<file path="src/hw/lsu_pkg.sv">
// shared constants for the load/store stage: operations, widths, AXI codes, FSM states, read-word union
package lsu_pkg;

	// request operation from execute
	localparam logic [1:0] op_none  = 2'b00;
	localparam logic [1:0] op_load  = 2'b01;
	localparam logic [1:0] op_store = 2'b10;

	// funct3 width codes
	localparam logic [2:0] w_byte   = 3'b000;
	localparam logic [2:0] w_half   = 3'b001;
	localparam logic [2:0] w_word   = 3'b010;
	localparam logic [2:0] w_byte_u = 3'b100;
	localparam logic [2:0] w_half_u = 3'b101;

	// AXI transfer sizes, bytes as a power of two
	localparam logic [2:0] size_byte = 3'b000;
	localparam logic [2:0] size_half = 3'b001;
	localparam logic [2:0] size_word = 3'b010;

	localparam logic [1:0] resp_okay = 2'b00;

	// destination register tag
	localparam int tag_bits = 5;

	// bus master states
	localparam logic [2:0] st_idle    = 3'd0;
	localparam logic [2:0] st_rd_addr = 3'd1;
	localparam logic [2:0] st_rd_data = 3'd2;
	localparam logic [2:0] st_write   = 3'd3;
	localparam logic [2:0] st_wr_resp = 3'd4;
	localparam logic [2:0] st_done    = 3'd5;

	// returned read word, seen as bytes or as halves
	typedef union packed {
		logic [3:0][7:0]  bytes;
		logic [1:0][15:0] halves;
	} rd_word_t;

endpackage
</file>
<file path="src/hw/lsu_top.sv">
// load/store stage top: issue, bus master and load aligner in a chain
`timescale 1ns/10ps

module lsu_top import lsu_pkg::*; (
	input  logic                clk,
	input  logic                reset,
	input  logic                req_valid,
	output logic                req_ready,
	input  logic [1:0]          req_op,
	input  logic [2:0]          req_width,
	input  logic [31:0]         req_addr,
	input  logic [31:0]         req_wdata,
	input  logic [tag_bits-1:0] req_tag,
	output logic                arvalid,
	input  logic                arready,
	output logic [31:0]         araddr,
	output logic [2:0]          arsize,
	input  logic                rvalid,
	output logic                rready,
	input  logic [31:0]         rdata,
	input  logic [1:0]          rresp,
	output logic                awvalid,
	input  logic                awready,
	output logic [31:0]         awaddr,
	output logic [2:0]          awsize,
	output logic                wvalid,
	input  logic                wready,
	output logic [31:0]         wdata,
	output logic [3:0]          wstrb,
	input  logic                bvalid,
	output logic                bready,
	input  logic [1:0]          bresp,
	output logic                wb_valid,
	input  logic                wb_ready,
	output logic [31:0]         wb_data,
	output logic [tag_bits-1:0] wb_tag,
	output logic                wb_err
);

	// issue to bus master
	logic                iss_valid;
	logic                iss_ready;
	logic [1:0]          iss_op;
	logic [2:0]          iss_width;
	logic [31:0]         iss_addr;
	logic [31:0]         iss_wdata;
	logic [2:0]          iss_size;
	logic [3:0]          iss_strb;
	logic [1:0]          iss_offset;
	logic [tag_bits-1:0] iss_tag;

	// bus master to aligner
	logic                acc_valid;
	logic                acc_ready;
	logic [1:0]          acc_op;
	logic [2:0]          acc_width;
	logic [1:0]          acc_offset;
	logic [31:0]         acc_rdata;
	logic [31:0]         acc_addr;
	logic                acc_err;
	logic [tag_bits-1:0] acc_tag;

	lsu_issue u_issue (
		.clk        (clk),
		.reset      (reset),
		.req_valid  (req_valid),
		.req_ready  (req_ready),
		.req_op     (req_op),
		.req_width  (req_width),
		.req_addr   (req_addr),
		.req_wdata  (req_wdata),
		.req_tag    (req_tag),
		.iss_valid  (iss_valid),
		.iss_ready  (iss_ready),
		.iss_op     (iss_op),
		.iss_width  (iss_width),
		.iss_addr   (iss_addr),
		.iss_wdata  (iss_wdata),
		.iss_size   (iss_size),
		.iss_strb   (iss_strb),
		.iss_offset (iss_offset),
		.iss_tag    (iss_tag)
	);

	lsu_bus_master u_bus_master (
		.clk        (clk),
		.reset      (reset),
		.iss_valid  (iss_valid),
		.iss_ready  (iss_ready),
		.iss_op     (iss_op),
		.iss_width  (iss_width),
		.iss_addr   (iss_addr),
		.iss_wdata  (iss_wdata),
		.iss_size   (iss_size),
		.iss_strb   (iss_strb),
		.iss_offset (iss_offset),
		.iss_tag    (iss_tag),
		.arvalid    (arvalid),
		.arready    (arready),
		.araddr     (araddr),
		.arsize     (arsize),
		.rvalid     (rvalid),
		.rready     (rready),
		.rdata      (rdata),
		.rresp      (rresp),
		.awvalid    (awvalid),
		.awready    (awready),
		.awaddr     (awaddr),
		.awsize     (awsize),
		.wvalid     (wvalid),
		.wready     (wready),
		.wdata      (wdata),
		.wstrb      (wstrb),
		.bvalid     (bvalid),
		.bready     (bready),
		.bresp      (bresp),
		.acc_valid  (acc_valid),
		.acc_ready  (acc_ready),
		.acc_op     (acc_op),
		.acc_width  (acc_width),
		.acc_offset (acc_offset),
		.acc_rdata  (acc_rdata),
		.acc_addr   (acc_addr),
		.acc_err    (acc_err),
		.acc_tag    (acc_tag)
	);

	lsu_load_align u_load_align (
		.clk        (clk),
		.reset      (reset),
		.acc_valid  (acc_valid),
		.acc_ready  (acc_ready),
		.acc_op     (acc_op),
		.acc_width  (acc_width),
		.acc_offset (acc_offset),
		.acc_rdata  (acc_rdata),
		.acc_addr   (acc_addr),
		.acc_err    (acc_err),
		.acc_tag    (acc_tag),
		.wb_valid   (wb_valid),
		.wb_ready   (wb_ready),
		.wb_data    (wb_data),
		.wb_tag     (wb_tag),
		.wb_err     (wb_err)
	);

endmodule

</file>
<file path="src/hw/lsu_load_align.sv">
// load aligner: shifts and extends read data, holds the writeback result
`timescale 1ns/10ps

module lsu_load_align import lsu_pkg::*; (
	input  logic                clk,
	input  logic                reset,
	input  logic                acc_valid,
	output logic                acc_ready,
	input  logic [1:0]          acc_op,
	input  logic [2:0]          acc_width,
	input  logic [1:0]          acc_offset,
	input  logic [31:0]         acc_rdata,
	input  logic [31:0]         acc_addr,
	input  logic                acc_err,
	input  logic [tag_bits-1:0] acc_tag,
	output logic                wb_valid,
	input  logic                wb_ready,
	output logic [31:0]         wb_data,
	output logic [tag_bits-1:0] wb_tag,
	output logic                wb_err
);

	rd_word_t    shifted;
	logic [31:0] load_val;
	logic [31:0] result;
	logic        take;

	assign acc_ready = ~wb_valid | wb_ready;
	assign take      = acc_valid & acc_ready;

	always_comb begin
		// requested byte lands in lane 0
		shifted = acc_rdata >> {acc_offset, 3'b000};
		case (acc_width)
			w_byte:   load_val = {{24{shifted.bytes[0][7]}}, shifted.bytes[0]};
			w_byte_u: load_val = {24'h0, shifted.bytes[0]};
			w_half:   load_val = {{16{shifted.halves[0][15]}}, shifted.halves[0]};
			w_half_u: load_val = {16'h0, shifted.halves[0]};
			default:  load_val = shifted;
		endcase
		case (acc_op)
			op_load:  result = load_val;
			op_store: result = 32'h0;
			// no memory access, the ALU result goes on
			default:  result = acc_addr;
		endcase
	end

	always_ff @(posedge clk) begin
		if (reset) begin
			wb_valid <= 1'b0;
		end else if (take) begin
			wb_valid <= 1'b1;
		end else if (wb_ready) begin
			wb_valid <= 1'b0;
		end
	end

	always_ff @(posedge clk) begin
		if (take) begin
			wb_data <= result;
			wb_tag  <= acc_tag;
			wb_err  <= acc_err;
		end
	end

endmodule

</file>
<file path="src/hw/lsu_bus_master.sv">
// bus master: FSM running one single-beat AXI read or write per issued request
`timescale 1ns/10ps

module lsu_bus_master import lsu_pkg::*; (
	input  logic                clk,
	input  logic                reset,
	input  logic                iss_valid,
	output logic                iss_ready,
	input  logic [1:0]          iss_op,
	input  logic [2:0]          iss_width,
	input  logic [31:0]         iss_addr,
	input  logic [31:0]         iss_wdata,
	input  logic [2:0]          iss_size,
	input  logic [3:0]          iss_strb,
	input  logic [1:0]          iss_offset,
	input  logic [tag_bits-1:0] iss_tag,
	output logic                arvalid,
	input  logic                arready,
	output logic [31:0]         araddr,
	output logic [2:0]          arsize,
	input  logic                rvalid,
	output logic                rready,
	input  logic [31:0]         rdata,
	input  logic [1:0]          rresp,
	output logic                awvalid,
	input  logic                awready,
	output logic [31:0]         awaddr,
	output logic [2:0]          awsize,
	output logic                wvalid,
	input  logic                wready,
	output logic [31:0]         wdata,
	output logic [3:0]          wstrb,
	input  logic                bvalid,
	output logic                bready,
	input  logic [1:0]          bresp,
	output logic                acc_valid,
	input  logic                acc_ready,
	output logic [1:0]          acc_op,
	output logic [2:0]          acc_width,
	output logic [1:0]          acc_offset,
	output logic [31:0]         acc_rdata,
	output logic [31:0]         acc_addr,
	output logic                acc_err,
	output logic [tag_bits-1:0] acc_tag
);

	logic [2:0] state;
	logic [2:0] size_q;
	logic       take;
	logic       aw_left;
	logic       w_left;

	assign iss_ready = (state == st_idle);
	assign take      = iss_valid & iss_ready;

	// the bus only sees word-aligned addresses
	assign araddr = {acc_addr[31:2], 2'b00};
	assign awaddr = {acc_addr[31:2], 2'b00};
	assign arsize = size_q;
	assign awsize = size_q;

	// channels still waiting for their ready after this cycle
	assign aw_left = awvalid & ~awready;
	assign w_left  = wvalid & ~wready;

	always_ff @(posedge clk) begin
		if (reset) begin
			state     <= st_idle;
			arvalid   <= 1'b0;
			rready    <= 1'b0;
			awvalid   <= 1'b0;
			wvalid    <= 1'b0;
			bready    <= 1'b0;
			acc_valid <= 1'b0;
		end else begin
			case (state)
				st_idle: begin
					if (take) begin
						case (iss_op)
							op_load: begin
								arvalid <= 1'b1;
								state   <= st_rd_addr;
							end
							op_store: begin
								awvalid <= 1'b1;
								wvalid  <= 1'b1;
								state   <= st_write;
							end
							default: begin
								acc_valid <= 1'b1;
								state     <= st_done;
							end
						endcase
					end
				end
				st_rd_addr: begin
					if (arready) begin
						arvalid <= 1'b0;
						rready  <= 1'b1;
						state   <= st_rd_data;
					end
				end
				st_rd_data: begin
					if (rvalid) begin
						rready    <= 1'b0;
						acc_valid <= 1'b1;
						state     <= st_done;
					end
				end
				st_write: begin
					if (awready) begin
						awvalid <= 1'b0;
					end
					if (wready) begin
						wvalid <= 1'b0;
					end
					if (!aw_left && !w_left) begin
						bready <= 1'b1;
						state  <= st_wr_resp;
					end
				end
				st_wr_resp: begin
					if (bvalid) begin
						bready    <= 1'b0;
						acc_valid <= 1'b1;
						state     <= st_done;
					end
				end
				default: begin
					// result waits here for the aligner
					if (acc_ready) begin
						acc_valid <= 1'b0;
						state     <= st_idle;
					end
				end
			endcase
		end
	end

	// request payload and captured response
	always_ff @(posedge clk) begin
		if (take) begin
			acc_op     <= iss_op;
			acc_width  <= iss_width;
			acc_offset <= iss_offset;
			acc_addr   <= iss_addr;
			acc_tag    <= iss_tag;
			size_q     <= iss_size;
			wdata      <= iss_wdata;
			wstrb      <= iss_strb;
			acc_rdata  <= 32'h0;
			acc_err    <= 1'b0;
		end else if (state == st_rd_data && rvalid) begin
			acc_rdata <= rdata;
			acc_err   <= (rresp != resp_okay);
		end else if (state == st_wr_resp && bvalid) begin
			acc_err <= (bresp != resp_okay);
		end
	end

endmodule

</file>
<file path="src/hw/lsu_issue.sv">
// issue stage: request register, size decode, byte strobe and store lane placement
`timescale 1ns/10ps

module lsu_issue import lsu_pkg::*; (
	input  logic                clk,
	input  logic                reset,
	input  logic                req_valid,
	output logic                req_ready,
	input  logic [1:0]          req_op,
	input  logic [2:0]          req_width,
	input  logic [31:0]         req_addr,
	input  logic [31:0]         req_wdata,
	input  logic [tag_bits-1:0] req_tag,
	output logic                iss_valid,
	input  logic                iss_ready,
	output logic [1:0]          iss_op,
	output logic [2:0]          iss_width,
	output logic [31:0]         iss_addr,
	output logic [31:0]         iss_wdata,
	output logic [2:0]          iss_size,
	output logic [3:0]          iss_strb,
	output logic [1:0]          iss_offset,
	output logic [tag_bits-1:0] iss_tag
);

	logic        run;
	logic        take;
	logic [1:0]  offset;
	logic [2:0]  size;
	logic [3:0]  strb;
	logic [31:0] lane_data;

	// held low through reset, opens one cycle later
	always_ff @(posedge clk) begin
		if (reset) begin
			run <= 1'b0;
		end else begin
			run <= 1'b1;
		end
	end

	assign req_ready = run & (~iss_valid | iss_ready);
	assign take      = req_valid & req_ready;
	assign offset    = req_addr[1:0];

	always_comb begin
		case (req_width)
			w_byte, w_byte_u: begin
				size = size_byte;
				strb = 4'b0001 << offset;
			end
			w_half, w_half_u: begin
				size = size_half;
				// a half at offset 3 would leave the word
				strb = (offset == 2'd3) ? 4'b0000 : (4'b0011 << offset);
			end
			default: begin
				size = size_word;
				strb = (offset == 2'd0) ? 4'b1111 : 4'b0000;
			end
		endcase
		lane_data = req_wdata << {offset, 3'b000};
	end

	always_ff @(posedge clk) begin
		if (reset) begin
			iss_valid <= 1'b0;
		end else if (take) begin
			iss_valid <= 1'b1;
		end else if (iss_ready) begin
			iss_valid <= 1'b0;
		end
	end

	// request payload
	always_ff @(posedge clk) begin
		if (take) begin
			iss_op     <= req_op;
			iss_width  <= req_width;
			iss_addr   <= req_addr;
			iss_wdata  <= lane_data;
			iss_size   <= size;
			iss_strb   <= strb;
			iss_offset <= offset;
			iss_tag    <= req_tag;
		end
	end

endmodule

</file>
<file path="config.mk">
export PLATFORM = sky130hd
export DESIGN_NAME = lsu_top
export DESIGN_NICKNAME = d
export VERILOG_FILES = /design/src/hw/lsu_pkg.sv /design/src/hw/lsu_top.sv /design/src/hw/lsu_load_align.sv /design/src/hw/lsu_bus_master.sv /design/src/hw/lsu_issue.sv
export SDC_FILE = /design/constraint.sdc
export NUM_CORES = 1
export LEC_CHECK = 0
export BUFFER_PORTS_ARGS = -buffer_cell sky130_fd_sc_hd__clkbuf_2
export CORE_MARGIN = 2
export CORE_UTILIZATION = 50
export CTS_CLUSTER_DIAMETER = 100
export CTS_CLUSTER_SIZE = 16
export DETAILED_ROUTE_END_ITERATION = 10
export PLACE_DENSITY_LB_ADDON = 0.15
export SLEW_MARGIN = 15
export SYNTH_ARGS = -nofsm -noshare
export SYNTH_HDL_FRONTEND = slang
export SYNTH_SLANG_ARGS = --single-unit
</file>
<file path="constraint.sdc">
create_clock -name clk -period 14.2 [get_ports clk]
set_input_delay 2.13 -clock clk [delete_from_list [all_inputs] [get_ports clk]]
set_output_delay 2.13 -clock clk [all_outputs]
set_load 0.01 [all_outputs]
</file>
Yosys cells after proc, flatten, opt, wreduce, memory -nomap -nowiden
Index checks and enable logic that the tools add are counted.
Cells by class
  equality and inequality tests: 25
  shifts and indexed selects: 4
  mux-type cells: 43
  bitwise gates (word level): 13
  reductions and logical operators: 31
Operators by type and width (number)
  case mux 32 bit (4 select lines): 1
  case mux 32 bit (2 select lines): 1
  left shift 32 x 5 -> 32 bit: 1
  >> shifter 32 x 5 -> 32 bit: 1
  two-way mux 1 bit: 23
  two-way mux 3 bit: 6
  != test 2 bit, second input constant: 9
  nonzero test 2 bit: 9
  == test 3 bit, second input constant: 5
  case mux 3 bit (5 select lines): 1
  AND reduction 4 bit: 3
  AND reduction 6 bit: 2
  case mux 1 bit (2 select lines): 5
  == test 3 x 1 -> 1 bit, second input constant: 3
  zero test 3 bit: 3
  two-way mux 4 bit: 2
  case mux 4 bit (2 select lines): 1
  OR reduction 2 bit: 4
  bitwise AND 1 bit: 6
  == test 2 bit, second input constant: 3
  == test 3 x 2 -> 1 bit, second input constant: 2
  case mux 3 bit (2 select lines): 1
  AND reduction 3 bit: 2
  nonzero test 6 bit: 1
  other kinds (12): 21
Storage, ports and cells
  register bits after elaboration: 249
  input bits: 119
  output and inout bits: 151
  word-level logic and storage cells: 147

Longest topological paths before layout
Gate-level depths: netlist (run 1).
  word-level depth: 6
  depth in mapped cells: 10

Cells and area by module
From an unflattened synthesis (run 1), not the netlist that was laid out.
Second synthesis, totals
  cell total of the unflattened synthesis: 723
  area total of the unflattened synthesis: 10126.0 um^2
By module, submodules not included
  lsu_bus_master: instances 1, cells each 365, area an instance 4790.8 um^2, sequential area each 3333.2 um^2
  lsu_issue: instances 1, cells each 172, area an instance 3176.8 um^2, sequential area each 2442.3 um^2
  lsu_load_align: instances 1, cells each 186, area an instance 2158.3 um^2, sequential area each 1161.1 um^2

Worst setup path after synthesis (run 1)
Ideal clock, no wire load.
  kind: input to register
  start point: input req_valid
  end point: register u_issue.iss_addr[10], enable pin
  library setup time: 0.528 ns
  arrival: 5.738 ns
  required time: 13.672 ns
  slack: 7.934 ns
  cell stages on the path: 2
  path buffers: 0
  path through: nand2_1 > nor2b_1
On the way
  word-level cells in the longest chain between the ends: 1
RTL lines
  start: declaration: line lsu_top.sv:7  | input logic req_valid,
  bitwise AND 1 bit: line lsu_issue.sv:43  | assign take = req_valid & req_ready;
  net u_issue.take: line lsu_issue.sv:27  | logic take;
  end signal: assignment: line lsu_issue.sv:80  | iss_addr <= req_addr;
  end: declaration: line lsu_issue.sv:18  | output logic [31:0] iss_addr,
The timed path passes the listed nets, and every way through them passes these cells.
A chain may end at the register's enable or synchronous reset.

Worst setup path in the final report (run 1)
  start point: register u_bus_master.state[1]
  end point: output req_ready
On the way
  word-level cells in the longest chain between the ends: 3
RTL lines
  start: declaration: line lsu_bus_master.sv:47  | logic [2:0] state;
  start signal: assignment: line lsu_bus_master.sv:68  | state <= st_idle;
  start signal: assignment: line lsu_bus_master.sv:82  | state <= st_rd_addr;
  start signal: assignment: line lsu_bus_master.sv:87  | state <= st_write;
  zero test 3 bit: line lsu_bus_master.sv:53  | assign iss_ready = (state == st_idle);
  bitwise OR 1 bit: line lsu_issue.sv:42  | assign req_ready = run & (~iss_valid | iss_ready);
  bitwise AND 1 bit: line lsu_issue.sv:42
  end: declaration: line lsu_top.sv:8  | output logic req_ready,
No other way between the ends.

==> results of run 1 <==
## kinds of logic (layout without fill, tap and decap cells)
logic type | count (synthesis) | after routing | share of synthesized area
compound gates | 134 | 134 | 0.0915
simple gates | 166 | 166 | 0.0787
fa+ha+maj | 8 | 8 | 0.0102
mux | 44 | 44 | 0.0480
buf+inv | 117 | 311 | 0.0739
flops | 243 | 243 | 0.697
other cells | 1 | 6 | 0.000382
## cells in the mapped netlist (2+ instances only)
cell type  instances  area [µm²]
mux2i_1           28         280
a21oi_1           52         260
buf_4             68         510
ha_1               8         100
o31ai_1            2        15.0
dfxtp_1           45         901
a22o_1             7        61.3
nand3_1            3        15.0
o21ai_0           26         130
nor2b_1           17         106
nor2_1            24        90.1
nand2b_1           5        31.3
buf_2             13        65.1
mux2_2            15         169
a221oi_1           8        70.1
clkbuf_1          24        90.1
edfxtp_1         198        5950
a211oi_1          10        75.1
inv_1             10        37.5
and2_1            10        62.6
and3_1             3        18.8
buf_6              2        22.5
o22ai_1            2        12.5
nor3_1             6        30.0
nand2_1           90         338
a221o_1           18         180
## critical path: cells and delay by family, from the launching register on
| kind | cells | cell delay, ps |
|---|---|---|
| AO/OA/AOI/OAI | 1 | 190 |
| buffers and inverters | 1 | 120 |
| flip-flops | 1 | 770 |
| AND/OR/NAND/NOR | 1 | 190 |
## layer usage
metal | track usage | up-vias
met3 | 0.0424 | 41
met4 | 0.0669 | 0
met2 | 0.338 | 238
li1 | - | 2913
met5 | 0 | -
met1 | 0.255 | 2933
## stage by stage
stage	utilization	worst slack (ps)
finish	0.588	10300
floorplan	-	7930
global route	0.588	10150
CTS	0.588	10310
global placement	0.559	10450
detailed placement	0.559	10300
## cells in the final DEF (no fill, tap or decap), drive strengths merged, types with 7 or more instances in the layout
cell	instances
clkbuf	294
edfxtp	198
nand2	90
a21oi	52
dfxtp	45
mux2i	28
o21ai	26
nor2	25
a221o	18
nor2b	17
mux2	15
inv	11
a211oi	11
and2	10
a221oi	8
ha	8
a22o	7
## flip-flops by register name, indices dropped and copies added, names as in the netlist, 31 cells and up
register and cells:
u_issue.iss_addr 31, u_issue.iss_wdata 32, u_load_align.wb_data 32, u_bus_master.acc_addr 32
u_bus_master.acc_rdata 32, u_bus_master.wdata 32
## layout make-up
type,count,share of cell area
repair buffers,268,0.119
inverters,10,0.00329
clock buffers,31,0.0457
flip-flops and latches,243,0.601
clock inverters,2,0.00220
well taps,265,0.0291
multi-input cells,358,0.200
## path summary, 6_finish.rpt
path / slack, ps / start / end / cells after the start
worst max register to register: 11030 / u_bus_master.acc_op[0]$_DFFE_PP_ / u_load_align.wb_data[28]$_DFFE_PP_ / 6
worst max-delay path: 10300 / u_bus_master.state[1]$_SDFFE_PP0P_ / req_ready / 3
worst min register to register: 410 / u_issue.iss_size[0]$_SDFFCE_PP0P_ / u_bus_master.arsize[0]$_DFFE_PP_ / 0
worst min-delay path: 410 / u_issue.iss_size[0]$_SDFFCE_PP0P_ / u_bus_master.arsize[0]$_DFFE_PP_ / 0
## power by group through the flow
stage | clock network [mW] | registers [mW] | logic (mW)
6_report | 0.491 | 0.871 | 0.168
5_1_grt | 0.532 | 0.878 | 0.186
3_3_place_gp | 0 | 0.885 | 0.165
3_5_place_dp | 0 | 0.888 | 0.169
2_1_floorplan | 0 | 0.879 | 0.112
4_1_cts | 0.503 | 0.872 | 0.170
==> impl_results.md, run 1 <==
- Status: finished, final reports clean
- CTS Buf Count: 19
- GRT Resource Usage Total: 0.199
- Slew headroom: 0.236
- Port Buffers: 263
- Core Footprint: a little under 20000 µm²
- Sequential-to-total area share from yosys stat: 0.697
- CTS root buf: clkbuf_16
- Number of synthesized flops with an enable pin: 198
- Sw Share: 0.242
- Yosys warnings: 0
- Chip height: ~140 µm
- Crit Path Category: reg -> out
- Placed insts: approximately 1100
- Share of cells above drive strength 1: 0.344
- Met2 WL: 10.5 mm
- Max Clk Rate: 256 MHz
- First-pass GRT wire length: 31.8 mm
- Vias in the first global route: 6031
- Register area: approximately 7000 µm²
- Hold/Removal Path Class: reg -> reg
- Avg WL per Cell: ~18 µm
- Nets: between 1000 and 1500
- Clock share of power: 0.321
- Max cap viols: 0
- HPWL Detailed: 14.8 mm
- NetSw: 371 µW
- Initial antenna violation count: 0
- CTS max path bufs: 3
- DR pass1 iterations: 4
- Setup crit end kind: output pin
- Fin cells: 1177
- Fin area: 11400 µm²
- Worst path required time: 12070 ps
- Synth Area per Inst: ~14 µm²
- Mapped Cells: 713
- WHS: just over 400 ps
- Row count: 51
- Met3 wire length: 1.50 mm
- Cell Area, Synth: 9820 µm²
- Largest net degree at the start of global routing: 81
- Resized Gates After CTS: 0
- Main synth FF type: edfxtp_1
- Tcrit/Tclk final: 0.275
- Slew @ Worst Pin: roughly 1100 ps
- CTS tree: done
- Starting Density: 0.506
- Area growth syn-to-layout: 16.1%
- Routed vias: 6125
- Worst-path fanout max: 19
- Clock Skew: around 21 ps
- Max-slew violations: 0
- Final WL: ~21 mm
- Post-CTS setup buffers: 0
- Slowest CP cell: dfxtp_1
- Fill cells: 1627
- Comb power frac: 0.110
- Met1 WL: 8.59 mm
- CTS Sinks: 243
- Critical path, cell by cell: o31ai_1 -> and2_1 -> clkbuf_2
- Internal Power: around 1.2 mW
- Finish-stage setup viols: 0
- # H-tree levels: 1
- Die Span X: 144 µm
- Multi-input logic area: 2280 µm²
- Final Hold Fails: 0
- Clk_lat worst skew: 500 ps
- Setup TNS: 0 ps
- CP Launch Type: flop
- Routability cong.: around 0.86
- Peak supply drop: 87.0 µV
- Worst-path clk slew: 70 ps
- Library cells used by synthesis: 45
- Share of async-settable or async-resettable flops after synthesis: 0
- PwrDens: 134 nW/µm²
- Post-route antenna net violation count: 0
- Seq cells post-synth: around 240
- DIE AREA: 20800 µm²
- Largest stage delay, worst path: 770 ps
- WP data arrival: 1770 ps
- LEAKAGE: 4.47 nW
- Initial drt markers: around 430
- Uppermost routed layer: met4
- Hold_buf cts: 0
- Unrepaired setup endpoints after global routing: false
- Pwr Total: 1.53 mW
- Routed vias/inst: approximately 5.2
- Placed cell areas: 10900 µm²
- GRT overflow: 0
- Drt drc: 0
- Top Ports: 270
- Reg power frac: 0.569
- Crit path time final: 3900 ps
- Antenna diodes: 0
No activity file was read; power rests on OpenSTA's default activity.
==> run 2, diff against run 1 <==
==> constraint.sdc (replaced) <==
create_clock -name clk -period 4 [get_ports clk]
set_input_delay 0.6 -clock clk [delete_from_list [all_inputs] [get_ports clk]]
set_output_delay 0.6 -clock clk [all_outputs]
set_load 0.01 [all_outputs]
==> impl_results.md, run 2 (synthesized netlist as in run 1, its figures left out) <==
- Slowest CP cell: nor2b_1
- Core Footprint: 19400 µm² (unchanged)
- WP data arrival: 3280 ps (+1510 ps)
- GRT Resource Usage Total: 0.207 (+0.00811)
- Post-CTS setup buffers: 0 (unchanged)
- Max cap viols: 0 (unchanged)
- Tcrit/Tclk final: 0.733
- # H-tree levels: 1 (unchanged)
- Multi-input logic area: 2280 µm² (unchanged)
- Finish-stage setup viols: 0 (unchanged)
- CP Launch Type: flop
- Largest stage delay, worst path: 600 ps (-170 ps)
- Vias in the first global route: 6175 (+2.4%)
- Initial antenna violation count: 0 (unchanged)
- Routed vias: 6123 (-0.033%)
- Row count: 51 (unchanged)
- LEAKAGE: 4.48 nW (+0.11%)
- DR pass1 iterations: 4 (unchanged)
- Utilization after layout: 0.588 (+0.000838)
- Antenna diodes: 0 (unchanged)
- Routability cong.: 0.825 (-3.6%)
- Drt drc: 0 (unchanged)
- Area growth syn-to-layout: 16.3%
- Top Ports: 270 (unchanged)
- Hold/Removal Path Class: in -> reg
- Nets: 1027 (unchanged)
- CTS max path bufs: 3 (unchanged)
- Max-slew violations: 0 (unchanged)
- Setup TNS: 0 ps (unchanged)
- Placed insts: 1144 (unchanged)
- HPWL Detailed: 15.2 mm (+3.0%)
- Final WL: 21.8 mm (+1.9%)
- Commonest non-fill, non-tap cell in the layout: clkbuf_2
- Routed vias/inst: 5.20 (-0.12%)
- Crit path time final: 2930 ps
- Initial drt markers: 488 (+12%)
- CTS Buf Count: 19 (unchanged)
- WHS: 275 ps (-140 ps)
- CTS Sinks: 243 (unchanged)
- Clk_lat worst skew: 500 ps (about the same)
- GRT overflow: 0 (unchanged)
- First-pass GRT wire length: 33.2 mm (+4.3%)
- PwrDens: 477 nW/µm² (+260%)
- Most frequent cells in the layout: 263 x clkbuf_2, 198 x edfxtp_1, 90 x nand2_1, 52 x a21oi_1, 45 x dfxtp_1
- Resized Gates After CTS: 0 (unchanged)
- Most frequent cell on the critical path: nor2b_1
- Peak supply drop: 280 µV (+220%)
- Port Buffers: 263 (unchanged)
- Share of cells above drive strength 1: 0.344 (-0.000377)
- Chip height: 144 µm (unchanged)
- Setup crit end kind: flop
- Largest net degree at the start of global routing: 66 (-19%)
- Die Span X: 144 µm (unchanged)
- Critical path, cell by cell: ha_1 -> buf_4 -> nor2b_1 -> and3_1 -> nor2b_1 -> a221o_1
- Pwr Total: 5.44 mW (+260%)
- Avg WL per Cell: 18.5 µm (+1.9%)
- Register area: 6850 µm² (unchanged)
- Worst-path clk slew: 80 ps (about the same)
- CTS root buf: clkbuf_16
- Fin cells: 1178 (+0.085%)
- R2R Setup Slk: 1070 ps (-9960 ps)
- DIE AREA: 20800 µm² (unchanged)
- Fin area: 11400 µm² (+0.14%)
- Status: finished, final reports clean
- Pre-CTS WS: 1140 ps (-9160 ps)
- Clock Skew: 20.5 ps (-0.431 ps)
- Placed cell areas: 10900 µm² (+0.12%)
- Unrepaired setup endpoints after global routing: false
- Slew headroom: 0.326 (+0.0893)
- Worst Path Buf+Inv: 1 (unchanged)
- Hold_buf cts: 0 (unchanged)
- Setup WS post-layout: 1070 ps (-9230 ps)
- Worst-path fanout max: 34 (+15)
- Max Clk Rate: between 300 and 400 MHz
- CTS tree: done
- Final Hold Fails: 0 (unchanged)
- Slew @ Worst Pin: 1010 ps (-134 ps)
- CP delay by family, top: simple AND/OR/NAND/NOR gates
- Post-route antenna net violation count: 0 (unchanged)
- Starting Density: 0.506 (unchanged)
- Crit Path Category: reg -> reg
- Fill cells: 1605 (-1.4%)
- Worst path required time: 4350 ps (-7720 ps)
-- run 2: cell count changes in the layout (fill, tap and decap cells not counted), sizes merged --
cell / change
clkbuf: +1
-- run 2: metal layers --
layer	vias up	wire length, µm	global-route usage
li1	2911	-	-
met1	2945	8520	0.258
met2	233	11000	0.362
met3	34	1680	0.0503
met4	0	563	0.0567
met5	-	0	0
-- run 2: path summary, 6_finish.rpt --
| path | startpoint | end | depth (start not counted) |
|---|---|---|---|
| max reg2reg | u_bus_master.acc_op[0]$_DFFE_PP_ | u_load_align.wb_data[28]$_DFFE_PP_ | 6 |
| max | u_bus_master.acc_op[0]$_DFFE_PP_ | u_load_align.wb_data[28]$_DFFE_PP_ | 6 |
| min | req_op[1] | u_issue.iss_op[1]$_DFFE_PP_ | 1 |
| min reg2reg | u_issue.iss_addr[15]$_DFFE_PP_ | u_bus_master.acc_addr[15]$_DFFE_PP_ | 0 |
-- run 2: where the power goes --
group | internal (mW) | switching, mW | total, mW
Clock | 0.905 | 0.843 | 1.75
Sequential | 2.96 | 0.139 | 3.10
Combinational | 0.251 | 0.343 | 0.594
-- run 2: layout make-up --
| cell class | count | area share |
|---|---|---|
| repair buffers | 268 | 0.120 |
| clock inverters | 2 | 0.00219 |
| well taps | 265 | 0.0290 |
| clock buffers | 32 | 0.0459 |
| inverters | 10 | 0.00329 |
| flip-flops and latches | 243 | 0.600 |
| multi-input cells | 358 | 0.200 |
-- run 2: worst reg2reg max path, cell delays in order (launching register included) --
cell	delay, ps
edfxtp_1	390
ha_1	300
buf_4	250
nor2b_1	600
and3_1	460
nor2b_1	540
a221o_1	250
